### config.mk
export PLATFORM = sky130hd
export DESIGN_NAME = rv_pipe
export DESIGN_NICKNAME = d
export VERILOG_FILES = /design/src/rtl/rv_pipe_pkg.sv /design/src/rtl/fetch_unit.sv /design/src/rtl/decode_unit.sv /design/src/rtl/hazard_forward.sv /design/src/rtl/reg_file.sv /design/src/rtl/execute_unit.sv /design/src/rtl/mem_access.sv /design/src/rtl/rv_pipe.sv
export SDC_FILE = /design/constraint.sdc
export NUM_CORES = 2
export LEC_CHECK = 0
export BUFFER_PORTS_ARGS = -buffer_cell sky130_fd_sc_hd__buf_4
export CORE_AREA = 2 2 416 418
export CTS_BUF_LIST = sky130_fd_sc_hd__clkbuf_8
export DETAILED_ROUTE_END_ITERATION = 7
export DIE_AREA = 0 0 418 420
export PLACE_DENSITY = 0.79
export REMOVE_ABC_BUFFERS = 1
export SKIP_CTS_REPAIR_TIMING = 1
export SYNTH_ARGS = -nofsm -noshare
export SYNTH_HDL_FRONTEND = slang
export SYNTH_HIERARCHICAL = 1
export SYNTH_SLANG_ARGS = --single-unit
### constraint.sdc
create_clock -name clock -period 5.45 [get_ports clock]
set_clock_uncertainty 0.15 [all_clocks]
set_input_delay 0.2725 -clock clock [delete_from_list [all_inputs] [get_ports clock]]
set_output_delay 0.2725 -clock clock [all_outputs]
set_load 0.02 [all_outputs]
### src/rtl/rv_pipe_pkg.sv
// shared widths, operation enum and pipeline stage structs, imported by every rv_pipe module
package rv_pipe_pkg;

  localparam int xlen = 32;

  typedef logic [4:0]      reg_addr_t;
  typedef logic [xlen-1:0] word_t;

  typedef enum logic [2:0] {
    op_nop,
    op_add,
    op_sub,
    op_addi,
    op_lw,
    op_sw,
    op_beq
  } op_e;

  typedef struct packed {
    word_t pc;
    word_t inst;
  } if_id_t;

  typedef struct packed {
    op_e       op;
    reg_addr_t rd;
    reg_addr_t rs1;
    reg_addr_t rs2;
    word_t     rs1_data;
    word_t     rs2_data;
    word_t     imm;
    word_t     pc;
    logic      reg_write;
  } id_ex_t;

  typedef struct packed {
    op_e       op;
    reg_addr_t rd;
    word_t     alu_result;
    word_t     store_data;
    logic      reg_write;
  } ex_mem_t;

  typedef struct packed {
    reg_addr_t rd;
    word_t     wdata;
    logic      reg_write;
  } mem_wb_t;

  // what a later stage offers to the forwarding muxes
  typedef struct packed {
    logic      valid;
    logic      reg_write;
    reg_addr_t rd;
    word_t     data;
  } fwd_src_t;

endpackage

### src/rtl/fetch_unit.sv
// instruction fetch: pc register, imem valid/ready requests and branch redirect handling
`timescale 1ns/1ps

module fetch_unit import rv_pipe_pkg::*; #(
  parameter word_t RESET_PC = 32'h0000_0000
) (
  input  logic   clock,
  input  logic   reset,
  input  logic   id_allowin,
  input  logic   redirect,
  input  word_t  redirect_pc,
  input  logic   imem_ready,
  input  word_t  imem_rdata,
  output logic   imem_valid,
  output word_t  imem_addr,
  output logic   fetch_valid,
  output if_id_t fetch_out
);

  typedef enum logic [1:0] {
    fetch_req,
    fetch_hold,
    fetch_discard
  } fetch_state_e;

  fetch_state_e state;
  word_t        pc;
  word_t        inst_q;
  logic         xfer;
  word_t        next_pc;
  word_t        req_pc;

  assign xfer    = imem_valid && imem_ready;
  assign next_pc = redirect ? redirect_pc : pc + 32'd4;
  assign req_pc  = redirect ? redirect_pc : pc;

  // the word is usable in its transfer cycle, or later from the holding register
  assign fetch_valid    = (state == fetch_hold) || (state == fetch_req && xfer);
  assign fetch_out.pc   = pc;
  assign fetch_out.inst = (state == fetch_hold) ? inst_q : imem_rdata;

  always_ff @(posedge clock) begin
    if (reset) begin
      state      <= fetch_req;
      pc         <= RESET_PC;
      imem_valid <= 1'b0;
    end else begin
      case (state)
        fetch_req: begin
          if (!imem_valid) begin
            imem_valid <= 1'b1;
            imem_addr  <= req_pc;
            pc         <= req_pc;
          end else if (xfer) begin
            if (redirect || id_allowin) begin
              pc        <= next_pc;
              imem_addr <= next_pc;
            end else begin
              imem_valid <= 1'b0;
              inst_q     <= imem_rdata;
              state      <= fetch_hold;
            end
          end else if (redirect) begin
            pc    <= redirect_pc;
            state <= fetch_discard;
          end
        end
        fetch_discard: begin
          // stale word arrives here and is dropped
          pc <= req_pc;
          if (xfer) begin
            imem_addr <= req_pc;
            state     <= fetch_req;
          end
        end
        fetch_hold: begin
          if (redirect || id_allowin) begin
            pc         <= next_pc;
            imem_valid <= 1'b1;
            imem_addr  <= next_pc;
            state      <= fetch_req;
          end
        end
        default: state <= fetch_req;
      endcase
    end
  end

  a_imem_addr_stable: assert property (
    @(posedge clock) disable iff (reset)
    imem_valid && !imem_ready |=> imem_valid && $stable(imem_addr)
  );

endmodule

### src/rtl/decode_unit.sv
// instruction decode: opcode mapping, immediates and register read addresses
`timescale 1ns/1ps

module decode_unit import rv_pipe_pkg::*; (
  input  if_id_t    id_in,
  input  word_t     rs1_data,
  input  word_t     rs2_data,
  output reg_addr_t rs1,
  output reg_addr_t rs2,
  output id_ex_t    id_out
);

  localparam logic [6:0] opc_reg    = 7'b0110011;
  localparam logic [6:0] opc_imm    = 7'b0010011;
  localparam logic [6:0] opc_load   = 7'b0000011;
  localparam logic [6:0] opc_store  = 7'b0100011;
  localparam logic [6:0] opc_branch = 7'b1100011;

  word_t      inst;
  logic [6:0] opcode;
  logic [2:0] funct3;
  logic [6:0] funct7;
  reg_addr_t  rd;
  op_e        op;
  word_t      imm;

  assign inst   = id_in.inst;
  assign opcode = inst[6:0];
  assign funct3 = inst[14:12];
  assign funct7 = inst[31:25];
  assign rd     = inst[11:7];
  assign rs1    = inst[19:15];
  assign rs2    = inst[24:20];

  always_comb begin
    op = op_nop;
    case (opcode)
      opc_reg: begin
        if (funct3 == 3'b000 && funct7 == 7'b0000000) op = op_add;
        if (funct3 == 3'b000 && funct7 == 7'b0100000) op = op_sub;
      end
      opc_imm:    if (funct3 == 3'b000) op = op_addi;
      opc_load:   if (funct3 == 3'b010) op = op_lw;
      opc_store:  if (funct3 == 3'b010) op = op_sw;
      opc_branch: if (funct3 == 3'b000) op = op_beq;
      default:    op = op_nop;
    endcase
  end

  // I, S or B type, sign extended
  always_comb begin
    case (op)
      op_addi, op_lw: imm = {{20{inst[31]}}, inst[31:20]};
      op_sw:          imm = {{20{inst[31]}}, inst[31:25], inst[11:7]};
      op_beq:         imm = {{19{inst[31]}}, inst[31], inst[7], inst[30:25], inst[11:8], 1'b0};
      default:        imm = '0;
    endcase
  end

  always_comb begin
    id_out.op        = op;
    id_out.rd        = rd;
    id_out.rs1       = rs1;
    id_out.rs2       = rs2;
    id_out.rs1_data  = rs1_data;
    id_out.rs2_data  = rs2_data;
    id_out.imm       = imm;
    id_out.pc        = id_in.pc;
    id_out.reg_write = (op == op_add || op == op_sub || op == op_addi || op == op_lw) &&
                       (rd != 5'd0);
  end

endmodule

### src/rtl/hazard_forward.sv
// load-use stall detection and execute operand forwarding
`timescale 1ns/1ps

module hazard_forward import rv_pipe_pkg::*; (
  input  reg_addr_t id_rs1,
  input  reg_addr_t id_rs2,
  input  logic      ex_valid,
  input  op_e       ex_op,
  input  reg_addr_t ex_rd,
  input  reg_addr_t ex_rs1,
  input  reg_addr_t ex_rs2,
  input  word_t     ex_rs1_data,
  input  word_t     ex_rs2_data,
  input  fwd_src_t  mem_fwd,
  input  fwd_src_t  wb_fwd,
  output logic      stall,
  output word_t     rs1_value,
  output word_t     rs2_value
);

  function automatic logic hit(fwd_src_t src, reg_addr_t rs);
    return src.valid && src.reg_write && (src.rd != 5'd0) && (src.rd == rs);
  endfunction

  // youngest result wins
  function automatic word_t pick(reg_addr_t rs, word_t reg_val, fwd_src_t m, fwd_src_t w);
    if (hit(m, rs)) return m.data;
    if (hit(w, rs)) return w.data;
    return reg_val;
  endfunction

  assign stall = ex_valid && (ex_op == op_lw) && (ex_rd != 5'd0) &&
                 ((ex_rd == id_rs1) || (ex_rd == id_rs2));

  assign rs1_value = pick(ex_rs1, ex_rs1_data, mem_fwd, wb_fwd);
  assign rs2_value = pick(ex_rs2, ex_rs2_data, mem_fwd, wb_fwd);

endmodule

### src/rtl/reg_file.sv
// integer register file, two read ports with write-through and one write port
`timescale 1ns/1ps

module reg_file import rv_pipe_pkg::*; (
  input  logic      clock,
  input  logic      reset,
  input  reg_addr_t rs1,
  input  reg_addr_t rs2,
  input  logic      wr_en,
  input  reg_addr_t wr_addr,
  input  word_t     wr_data,
  output word_t     rs1_data,
  output word_t     rs2_data
);

  word_t regs [1:31];

  always_ff @(posedge clock) begin
    if (reset) begin
      for (int i = 1; i < 32; i++) regs[i] <= '0;
    end else if (wr_en && wr_addr != 5'd0) begin
      regs[wr_addr] <= wr_data;
    end
  end

  // x0 reads zero, same-cycle write is visible
  assign rs1_data = (rs1 == 5'd0) ? '0 : (wr_en && wr_addr == rs1) ? wr_data : regs[rs1];
  assign rs2_data = (rs2 == 5'd0) ? '0 : (wr_en && wr_addr == rs2) ? wr_data : regs[rs2];

endmodule

### src/rtl/execute_unit.sv
// execute stage: ALU, address generation and branch compare/target
`timescale 1ns/1ps

module execute_unit import rv_pipe_pkg::*; (
  input  id_ex_t  ex_in,
  input  logic    ex_valid,
  input  word_t   rs1_value,
  input  word_t   rs2_value,
  output ex_mem_t ex_out,
  output logic    redirect,
  output word_t   redirect_pc
);

  word_t alu_result;

  always_comb begin
    case (ex_in.op)
      op_add:                alu_result = rs1_value + rs2_value;
      op_sub:                alu_result = rs1_value - rs2_value;
      op_addi, op_lw, op_sw: alu_result = rs1_value + ex_in.imm;
      default:               alu_result = '0;
    endcase
  end

  always_comb begin
    ex_out.op         = ex_in.op;
    ex_out.rd         = ex_in.rd;
    ex_out.alu_result = alu_result;
    ex_out.store_data = rs2_value;
    ex_out.reg_write  = ex_in.reg_write;
  end

  assign redirect    = ex_valid && (ex_in.op == op_beq) && (rs1_value == rs2_value);
  assign redirect_pc = ex_in.pc + ex_in.imm;

endmodule

### src/rtl/mem_access.sv
// memory stage: one dmem valid/ready access per LW or SW, load data held until handoff
`timescale 1ns/1ps

module mem_access import rv_pipe_pkg::*; (
  input  logic    clock,
  input  logic    reset,
  input  ex_mem_t mem_in,
  input  logic    mem_valid,
  input  logic    dmem_ready,
  input  word_t   dmem_rdata,
  output logic    dmem_valid,
  output logic    dmem_write,
  output word_t   dmem_addr,
  output word_t   dmem_wdata,
  output logic    mem_done,
  output mem_wb_t mem_out
);

  typedef enum logic [1:0] {
    mem_idle,
    mem_busy,
    mem_done_hold
  } mem_state_e;

  mem_state_e state;
  word_t      load_q;
  logic       is_mem;

  assign is_mem = (mem_in.op == op_lw) || (mem_in.op == op_sw);

  // request goes out in the cycle the instruction arrives
  assign dmem_valid = (state == mem_idle && mem_valid && is_mem) || (state == mem_busy);
  assign dmem_write = dmem_valid && (mem_in.op == op_sw);
  assign dmem_addr  = mem_in.alu_result;
  assign dmem_wdata = mem_in.store_data;
  assign mem_done   = (state == mem_done_hold);

  always_ff @(posedge clock) begin
    if (reset) begin
      state <= mem_idle;
    end else begin
      case (state)
        mem_idle: begin
          if (dmem_valid) state <= dmem_ready ? mem_done_hold : mem_busy;
        end
        mem_busy: begin
          if (dmem_ready) state <= mem_done_hold;
        end
        // writeback always takes the instruction here
        mem_done_hold: state <= mem_idle;
        default:       state <= mem_idle;
      endcase
    end
  end

  always_ff @(posedge clock) begin
    if (dmem_valid && dmem_ready) load_q <= dmem_rdata;
  end

  assign mem_out.rd        = mem_in.rd;
  assign mem_out.wdata     = (mem_in.op == op_lw) ? load_q : mem_in.alu_result;
  assign mem_out.reg_write = mem_in.reg_write;

  a_dmem_req_stable: assert property (
    @(posedge clock) disable iff (reset)
    dmem_valid && !dmem_ready |=>
      dmem_valid && $stable(dmem_addr) && $stable(dmem_write) && $stable(dmem_wdata)
  );

endmodule

### src/rtl/rv_pipe.sv
// five-stage pipeline top: stage registers, valid/allowin chain and unit instances
`timescale 1ns/1ps

module rv_pipe import rv_pipe_pkg::*; #(
  parameter word_t RESET_PC = 32'h0000_0000
) (
  input  logic  clock,
  input  logic  reset,
  input  logic  imem_ready,
  input  word_t imem_rdata,
  input  logic  dmem_ready,
  input  word_t dmem_rdata,
  output logic  imem_valid,
  output word_t imem_addr,
  output logic  dmem_valid,
  output logic  dmem_write,
  output word_t dmem_addr,
  output word_t dmem_wdata
);

  logic      fetch_valid;
  if_id_t    fetch_out;
  if_id_t    id_reg;
  id_ex_t    ex_reg;
  ex_mem_t   mem_reg;
  mem_wb_t   wb_reg;
  logic      id_valid;
  logic      ex_valid;
  logic      mem_valid;
  logic      wb_valid;
  logic      id_allowin;
  logic      ex_allowin;
  logic      mem_allowin;
  logic      id_ready_go;
  logic      mem_ready_go;
  logic      mem_busy;
  logic      mem_done;
  logic      stall;
  logic      redirect;
  logic      flush;
  word_t     redirect_pc;
  reg_addr_t id_rs1;
  reg_addr_t id_rs2;
  word_t     rf_rs1_data;
  word_t     rf_rs2_data;
  id_ex_t    id_out;
  word_t     rs1_value;
  word_t     rs2_value;
  ex_mem_t   ex_out;
  mem_wb_t   mem_out;
  fwd_src_t  mem_fwd;
  fwd_src_t  wb_fwd;

  assign mem_ready_go = !(mem_reg.op == op_lw || mem_reg.op == op_sw) || mem_done;
  // writeback always allows in
  assign mem_allowin  = !mem_valid || mem_ready_go;
  assign mem_busy     = mem_valid && !mem_ready_go;
  // a waiting memory access freezes everything behind it, even an empty execute
  assign ex_allowin   = !mem_busy && (!ex_valid || mem_allowin);
  assign id_ready_go  = !stall;
  assign id_allowin   = !id_valid || (id_ready_go && ex_allowin);

  // branch takes effect only when it leaves execute
  assign flush = redirect && mem_allowin;

  fetch_unit #(.RESET_PC(RESET_PC)) i_fetch (
    .clock      (clock),
    .reset      (reset),
    .id_allowin (id_allowin),
    .redirect   (flush),
    .redirect_pc(redirect_pc),
    .imem_ready (imem_ready),
    .imem_rdata (imem_rdata),
    .imem_valid (imem_valid),
    .imem_addr  (imem_addr),
    .fetch_valid(fetch_valid),
    .fetch_out  (fetch_out)
  );

  always_ff @(posedge clock) begin
    if (reset || flush) begin
      id_valid <= 1'b0;
    end else if (id_allowin) begin
      id_valid <= fetch_valid;
    end
    if (fetch_valid && id_allowin) id_reg <= fetch_out;
  end

  reg_file i_reg_file (
    .clock   (clock),
    .reset   (reset),
    .rs1     (id_rs1),
    .rs2     (id_rs2),
    .wr_en   (wb_valid && wb_reg.reg_write),
    .wr_addr (wb_reg.rd),
    .wr_data (wb_reg.wdata),
    .rs1_data(rf_rs1_data),
    .rs2_data(rf_rs2_data)
  );

  decode_unit i_decode (
    .id_in   (id_reg),
    .rs1_data(rf_rs1_data),
    .rs2_data(rf_rs2_data),
    .rs1     (id_rs1),
    .rs2     (id_rs2),
    .id_out  (id_out)
  );

  always_ff @(posedge clock) begin
    if (reset) begin
      ex_valid <= 1'b0;
    end else if (ex_allowin) begin
      ex_valid <= id_valid && id_ready_go && !flush;
    end
    if (id_valid && id_ready_go && ex_allowin) begin
      ex_reg <= id_out;
    end else begin
      // keep the forwarded operands so a write that retires meanwhile is not lost
      ex_reg.rs1_data <= rs1_value;
      ex_reg.rs2_data <= rs2_value;
    end
  end

  assign mem_fwd.valid     = mem_valid;
  assign mem_fwd.reg_write = mem_reg.reg_write && (mem_reg.op != op_lw);
  assign mem_fwd.rd        = mem_reg.rd;
  assign mem_fwd.data      = mem_reg.alu_result;
  assign wb_fwd.valid      = wb_valid;
  assign wb_fwd.reg_write  = wb_reg.reg_write;
  assign wb_fwd.rd         = wb_reg.rd;
  assign wb_fwd.data       = wb_reg.wdata;

  hazard_forward i_hazard (
    .id_rs1     (id_rs1),
    .id_rs2     (id_rs2),
    .ex_valid   (ex_valid),
    .ex_op      (ex_reg.op),
    .ex_rd      (ex_reg.rd),
    .ex_rs1     (ex_reg.rs1),
    .ex_rs2     (ex_reg.rs2),
    .ex_rs1_data(ex_reg.rs1_data),
    .ex_rs2_data(ex_reg.rs2_data),
    .mem_fwd    (mem_fwd),
    .wb_fwd     (wb_fwd),
    .stall      (stall),
    .rs1_value  (rs1_value),
    .rs2_value  (rs2_value)
  );

  execute_unit i_execute (
    .ex_in      (ex_reg),
    .ex_valid   (ex_valid),
    .rs1_value  (rs1_value),
    .rs2_value  (rs2_value),
    .ex_out     (ex_out),
    .redirect   (redirect),
    .redirect_pc(redirect_pc)
  );

  always_ff @(posedge clock) begin
    if (reset) begin
      mem_valid <= 1'b0;
    end else if (mem_allowin) begin
      mem_valid <= ex_valid;
    end
    if (ex_valid && mem_allowin) mem_reg <= ex_out;
  end

  mem_access i_mem (
    .clock     (clock),
    .reset     (reset),
    .mem_in    (mem_reg),
    .mem_valid (mem_valid),
    .dmem_ready(dmem_ready),
    .dmem_rdata(dmem_rdata),
    .dmem_valid(dmem_valid),
    .dmem_write(dmem_write),
    .dmem_addr (dmem_addr),
    .dmem_wdata(dmem_wdata),
    .mem_done  (mem_done),
    .mem_out   (mem_out)
  );

  always_ff @(posedge clock) begin
    if (reset) begin
      wb_valid <= 1'b0;
    end else begin
      wb_valid <= mem_valid && mem_ready_go;
    end
    if (mem_valid && mem_ready_go) wb_reg <= mem_out;
  end

  // the instruction on the data bus stays put until its access ends
  a_ex_mem_hold: assert property (
    @(posedge clock) disable iff (reset)
    dmem_valid |=> mem_valid && $stable(mem_reg)
  );

endmodule

# Word level (Yosys, flattened, before mapping)
# Memories as Yosys holds them, arrays and structs flattened. A register that Yosys moved wholly into a read port is not among the register bits.
# Index checks and enable logic that the tools add are counted.
[word_totals]
ram_bits = 992
ff_bits = 459
memories = 1
out_inout_bits = 99
inputBits = 68
[memory_table]
columns = ["memory", "depth", "word_bits", "rd", "rd_clocked_by_memory_dff", "wr", "line_no", "text"]
rows = [
  ["i_reg_file.regs", 31, 32, 2, 2, 31, "reg_file.sv:16", "word_t regs [1:31];"],
]
[classes]
n_reduce_logical = 76
n_mux = 67
n_eq_ne = 43
bitwise_logic = 2
add_sub_neg = 5
[ops]
columns = ["operator", "n"]
rows = [
  ["32-bit two-way mux", 24],
  ["32-bit one-hot mux with 3 select lines", 4],
  ["32-bit adder", 3],
  ["64-bit two-way mux", 1],
  ["5-bit equality test", 8],
  ["1-bit logical AND", 35],
  ["32-bit by 3-bit adder with 32-bit output (second input constant)", 1],
  ["32-bit equality test", 1],
  ["32-bit OR reduction", 1],
  ["32-bit subtractor", 1],
  ["3-bit equality test (second input constant)", 8],
  ["2-bit two-way mux", 11],
  ["7-bit by 6-bit equality test with 1-bit output (second input constant)", 3],
  ["5-bit nonzero test", 4],
  ["1-bit two-way mux", 17],
  ["3-bit by 2-bit equality test with 1-bit output (second input constant)", 5],
  ["5-bit two-way mux", 3],
  ["3-bit one-hot mux with 5 select lines", 1],
  ["1-bit logical OR", 13],
  ["5-bit logical NOT", 2],
  ["5-bit AND reduction", 2],
  ["3-bit two-way mux", 3],
  ["3-bit inequality test (second input constant)", 3],
  ["1-bit logical NOT", 8],
  ["22 further kinds", 31],
]

# Longest topological paths before layout
[logic_depth]
ltp_word = 17
ltp_mapped = 26

# Modules after synthesis
# Netlist, hierarchy kept.
[by_module_without_submodules]
columns = ["module", "cells_per_inst", "area_per_inst_um2", "instances"]
rows = [
  ["reg_file", 3801, 55054.1, 1],
  ["rv_pipe", 418, 10283.6, 1],
  ["fetch_unit", 987, 7986.4, 1],
  ["execute_unit", 777, 5685.5, 1],
  ["hazard_forward", 374, 2402.3, 1],
  ["mem_access", 150, 2008.2, 1],
  ["decode_unit", 193, 1467.7, 1],
]

# Worst setup path before layout
# OpenSTA, ideal clock, no wires.
[synth_timing]
path_type = "flip-flop to flip-flop"
from = "register wb_reg (netlist bit wb_fwd[32])"
to = "register i_fetch.imem_addr[5] (data pin)"
path_buffers = 5
stages_incl_launch_ff = 21
setup_slack_ps = 366
period_less_slack_ps = 5084
setup_ps = 269
arrival_ps = 4665
cell_sequence = "edfxtp_1 > or4_4 > o211ai_4 > buf_6 > o31ai_1 > a31oi_1 > inv_1 > ha_1 > and4_1 > and3_1 > and3_1 > nand4_1 > nor2_1 > nor2b_1 > buf_2 > clkbuf_1 > clkbuf_1 > buf_1 > o21ai_0 > o31ai_1 > a21oi_1"
[synth_between]
elab_chain_cells = 15
elab_cells_between_ends = 27
classes_between = "eq/ne: 3; mux: 17; reduce/logical: 7"
[synth_rtl]
columns = ["item", "line_no", "text"]
rows = [
  ["from (decl)", "rv_pipe.sv:26", "mem_wb_t wb_reg;"],
  ["from (signal assigned)", "rv_pipe.sv:191", "if (mem_valid && mem_ready_go) wb_reg <= mem_out;"],
  ["5-bit nonzero test", "hazard_forward.sv:22", "return src.valid && src.reg_write && (src.rd != 5'd0) && (src.rd == rs);"],
  ["1-bit logical AND", "hazard_forward.sv:22", ""],
  ["1-bit logical AND *", "hazard_forward.sv:22", ""],
  ["1-bit two-way mux (2 in a row)", "hazard_forward.sv:28", "if (hit(w, rs)) return w.data;"],
  ["32-bit two-way mux *", "hazard_forward.sv:29", "return reg_val;"],
  ["32-bit two-way mux *", "hazard_forward.sv:28", ""],
  ["net rs2_value[18]", "rv_pipe.sv:48", "word_t rs2_value;"],
  ["32-bit equality test *", "execute_unit.sv:33", "assign redirect = ex_valid && (ex_in.op == op_beq) && (rs1_value == rs2_value);"],
  ["1-bit logical AND *", "execute_unit.sv:33", ""],
  ["net redirect", "rv_pipe.sv:39", "logic redirect;"],
  ["1-bit logical AND *", "rv_pipe.sv:64", "assign flush = redirect && mem_allowin;"],
  ["net flush", "rv_pipe.sv:40", "logic flush;"],
  ["32-bit two-way mux / 1-bit logical OR (equally long branches)", "--", ""],
  ["32-bit two-way mux", "fetch_unit.sv:55, fetch_unit.sv:77", ""],
  ["32-bit two-way mux", "fetch_unit.sv:54", "end else if (xfer) begin"],
  ["32-bit two-way mux", "fetch_unit.sv:50", "if (!imem_valid) begin"],
  ["32-bit one-hot mux with 3 select lines *", "fetch_unit.sv:48", "case (state)"],
  ["to (signal assigned)", "fetch_unit.sv:52", "imem_addr <= req_pc;"],
  ["to (signal assigned)", "fetch_unit.sv:57", "imem_addr <= next_pc;"],
  ["to (signal assigned)", "fetch_unit.sv:80", "imem_addr <= next_pc;"],
  ["to (decl)", "fetch_unit.sv:15", "output word_t imem_addr,"],
]
# Mark *: on every way through the listed nets, which the timed path passes. The rest lies on a longest branch. The select of a mux whose other input is x is not followed.
# A chain may end at the register's enable or synchronous reset.

# Final worst setup path
[layout_timing]
from = "register mem_reg (netlist bit mem_fwd[33])"
to = "register i_fetch.pc[21]"
[layout_between]
elab_chain_cells = 13
elab_cells_between_ends = 20
classes_between = "eq/ne: 3; mux: 10; reduce/logical: 7"
[layout_rtl]
columns = ["item", "line_no", "text"]
rows = [
  ["from (decl)", "rv_pipe.sv:25", "ex_mem_t mem_reg;"],
  ["from (signal assigned)", "rv_pipe.sv:167", "if (ex_valid && mem_allowin) mem_reg <= ex_out;"],
  ["5-bit nonzero test", "hazard_forward.sv:22", ""],
  ["1-bit logical AND", "hazard_forward.sv:22", ""],
  ["1-bit logical AND *", "hazard_forward.sv:22", ""],
  ["1-bit two-way mux *", "hazard_forward.sv:27", "if (hit(m, rs)) return m.data;"],
  ["32-bit two-way mux *", "hazard_forward.sv:28", ""],
  ["net rs2_value[25]", "rv_pipe.sv:48", ""],
  ["32-bit equality test *", "execute_unit.sv:33", ""],
  ["1-bit logical AND *", "execute_unit.sv:33", ""],
  ["net redirect", "rv_pipe.sv:39", ""],
  ["1-bit logical AND *", "rv_pipe.sv:64", ""],
  ["net flush", "rv_pipe.sv:40", ""],
  ["32-bit two-way mux / 1-bit logical OR (equally long branches)", "fetch_unit.sv:34, fetch_unit.sv:55, fetch_unit.sv:77", ""],
  ["32-bit two-way mux", "fetch_unit.sv:55, fetch_unit.sv:77", ""],
  ["32-bit two-way mux", "fetch_unit.sv:54", ""],
  ["32-bit two-way mux", "fetch_unit.sv:50", ""],
  ["32-bit one-hot mux with 3 select lines *", "fetch_unit.sv:48", ""],
  ["to (signal assigned)", "fetch_unit.sv:53", "pc <= req_pc;"],
  ["to (signal assigned)", "fetch_unit.sv:56", "pc <= next_pc;"],
  ["to (signal assigned)", "fetch_unit.sv:78", "pc <= next_pc;"],
  ["to (decl)", "fetch_unit.sv:27", "word_t pc;"],
]
# Mark *: on every way through the listed nets, which the timed path passes. The rest lies on a longest branch.

==> results by group <==
Outcome
  – Status: finished, violations left
  – Failing checks: DRC

Worst setup path
  – Worst path cell trace: or4_4 > o211ai_4 > buf_4 > clkbuf_16 > nor3_1 > a31oi_1 > inv_1 > ha_1 > and3_1 > nand4_1 > nor2_2 > nor2b_4 > buf_12 > buf_4 > o21ai_0 > nand2_1 > o21ai_0 > a221o_1 > o21ai_0 > o2bb2ai_1
  – Max FO, Critical Path: 21
  – CP startpoint kind: flip-flop
  – CP dominant cell by count: o21ai_0
  – Critical path class: flip-flop to flip-flop
  – Data arrival, critical path: 6040 ps
  – Crit-path slowest cell: or4_4
  – Crit path largest cell delay: 610 ps
  – Crit path capture type: flip-flop
  – CP required: 6240 ps
  – FF-to-FF setup slack: 200 ps

Clocking
  – Largest buffer count on any clock path: 3
  – # clock sinks: 1483
  – CTS tree: done
  – H-tree depth: 4
  – Worst skew pair latency: 1050 ps
  – CTS Root Cell: clkbuf_8
  – Worst-path clk slew: 60 ps
  – Total CTS buffers: 241

Drt
  – Total wire length: 314000 µm
  – Met3 Wirelength: 46660 µm
  – Wl on met1: 108600 µm
  – Post-route ant nets: 0
  – TritonRoute pass-1 iters: 8
  – Metal2 WL: 132200 µm
  – Vias after detailed routing: 64241
  – Avg WL per Cell: 33.99 µm
  – Initial drt markers: 11368
  – Vias/cell: 6.954
  – Remaining DRCs: 2
  – Max layer used: met5

Timing
  – Max-slew violations: 0
  – WHS: 79.05 ps
  – Fin. Hold Viols: 0
  – Fmax: 0.1905 GHz
  – Slew headroom: 0.08780
  – Final setup fails: 0
  – RSZ-0062 raised after global routing: no
  – Worst Tran Pin Value: 1368 ps
  – Final period util: 0.9631
  – Tmin final: 5249 ps
  – Fin Setup TNS: 0 ps
  – Final WS setup: 200.9 ps

Global routing
  – Grt total ovfl: 0
  – Vias in the first global route: 61344
  – First-pass GRT wire length: 435400 µm
  – Largest net degree at the start of global routing: 92
  – Initial antenna violation count: 30
  – Aggregate global-route resource usage: 0.3465

Floorplan
  – Initial Utilization: 0.4965
  – Site Rows: 152
  – Boundary Pins: 167
  – Die ar.: 175600 µm²
  – Core area: 171000 µm²
  – Die Ht: 420 µm
  – Die X: 418 µm

Power
  – Tot Pwr: 28.57 mW
  – Peak VDD IR: 0.0002670 V
  – Power Dens Cells: 304.4 nW/µm²
  – Leakage power: 34.52 nW

Layout
  – Commonest non-fill, non-tap cell in the layout: edfxtp_1
  – Design area: 93850 µm²
  – Layout net count: 6952
  – Area growth syn-to-layout: 10.56%
  – Commonest non-fill, non-tap cells in the layout: 1378 x edfxtp_1, 1018 x and2_1, 492 x buf_4
  – Max reg flops: 1024
  – Fraction of final layout cells sized beyond drive strength 1: 0.2263
  – Final std cells w/o fill: 9238
  – Filler cells: 13471
  – Utilization after layout: 0.5489

Yosys
  – Ys Warns: 6
  – Dominant synthesized flop cell: edfxtp_1
  – Post-Synthesis Cells: 6700
  – Synth Register Bits: 1483
  – Post-synth ARST share: 0
  – Post-synth EDFFs: 1378
  – Post-synth top area share: 0.4875
  – Synthesized area: 84890 µm²
  – Seq/Total Area, Yosys: 0.5122
  – Library cells used by synthesis: 121
  – Syn Area/Cell: 12.67 µm²
  – Largest cells by area after synthesis: edfxtp_1 49%, mux4_2 9.9%, and2_1 7.5%
  – Leading area contributor after synthesis: edfxtp_1

Place
  – Gpl congestion: 1.012
  – Post-placement worst setup slack: 43.70 ps
  – Port buffer count: 166
  – DP Wirelength: 198700 µm
  – Area post-placement: 87430 µm²
  – Dpl cells: 8632

Worst hold path
  – Worst hold path type: input port to flip-flop

Flow run
  – # Max-Cap Violations: 0
[where the power goes]
group	switching, mW	total [mW]	internal (mW)
Clock	4.89	10.1	5.19
Sequential	0.277	13.2	12.9
Combinational	3.15	5.33	2.17
[critical path: cells and delay by family, from the launching register on]
family                     cells  cell delay (ps)
buffers and inverters          5              920
adders and majority gates      1              420
AOI/OAI and AO/OA              7             1260
and+or+nand+nor                7             1910
DFF                            1              470
[kinds of logic after synthesis]
family,after synthesis,share of synthesized area
AND/OR/NAND/NOR,1915,0.1303
flip-flops,1483,0.5122
AO/OA/AOI/OAI,1208,0.09883
buffers and inverters,927,0.06024
multiplexers,895,0.1655
XOR/XNOR,166,0.01713
adder cells (fa/ha/maj),105,0.01574
other,1,0.00004418
[layout make-up]
type                       count  area, µm²  area share
sequential                  1483      43480      0.4633
multi-input combinational   4321      36690      0.3909
timing repair buffer         655       5622     0.05990
clock buffer                 258       3551     0.03783
tap                         2233       2794     0.02977
clock inverter               198       1395     0.01486
inverter                      77      289.0    0.003080
antenna                       13      32.53   0.0003466
[cell usage after synthesis, types with 99 or more instances]
cell         n
edfxtp_1  1378
and2_1    1019
mux4_2     375
clkbuf_1   369
mux2i_1    349
buf_4      294
nand2_1    220
a21oi_1    218
nor2_1     185
o21ai_0    134
mux2_2     120
a22oi_1    113
nor3_1     107
dfxtp_1    105
ha_1       102
nand4_1    100
xnor2_1     99
[metal layers]
layer	up-vias	GRT usage
met5	-	0
met4	10	0.2399
met3	1412	0.1128
met2	5884	0.4971
met1	31449	0.4449
li1	25486	-
[worst paths after layout]
check	depth (start not counted)	end	startpoint
max reg2reg	20	i_fetch/pc[21]	mem_fwd[33]
max	20	i_fetch/pc[21]	mem_fwd[33]
min	3	id_reg[21]	imem_rdata[21]
min reg2reg	0	ex_reg[25]	id_reg[56]
Power figures use the tool's default switching activity.
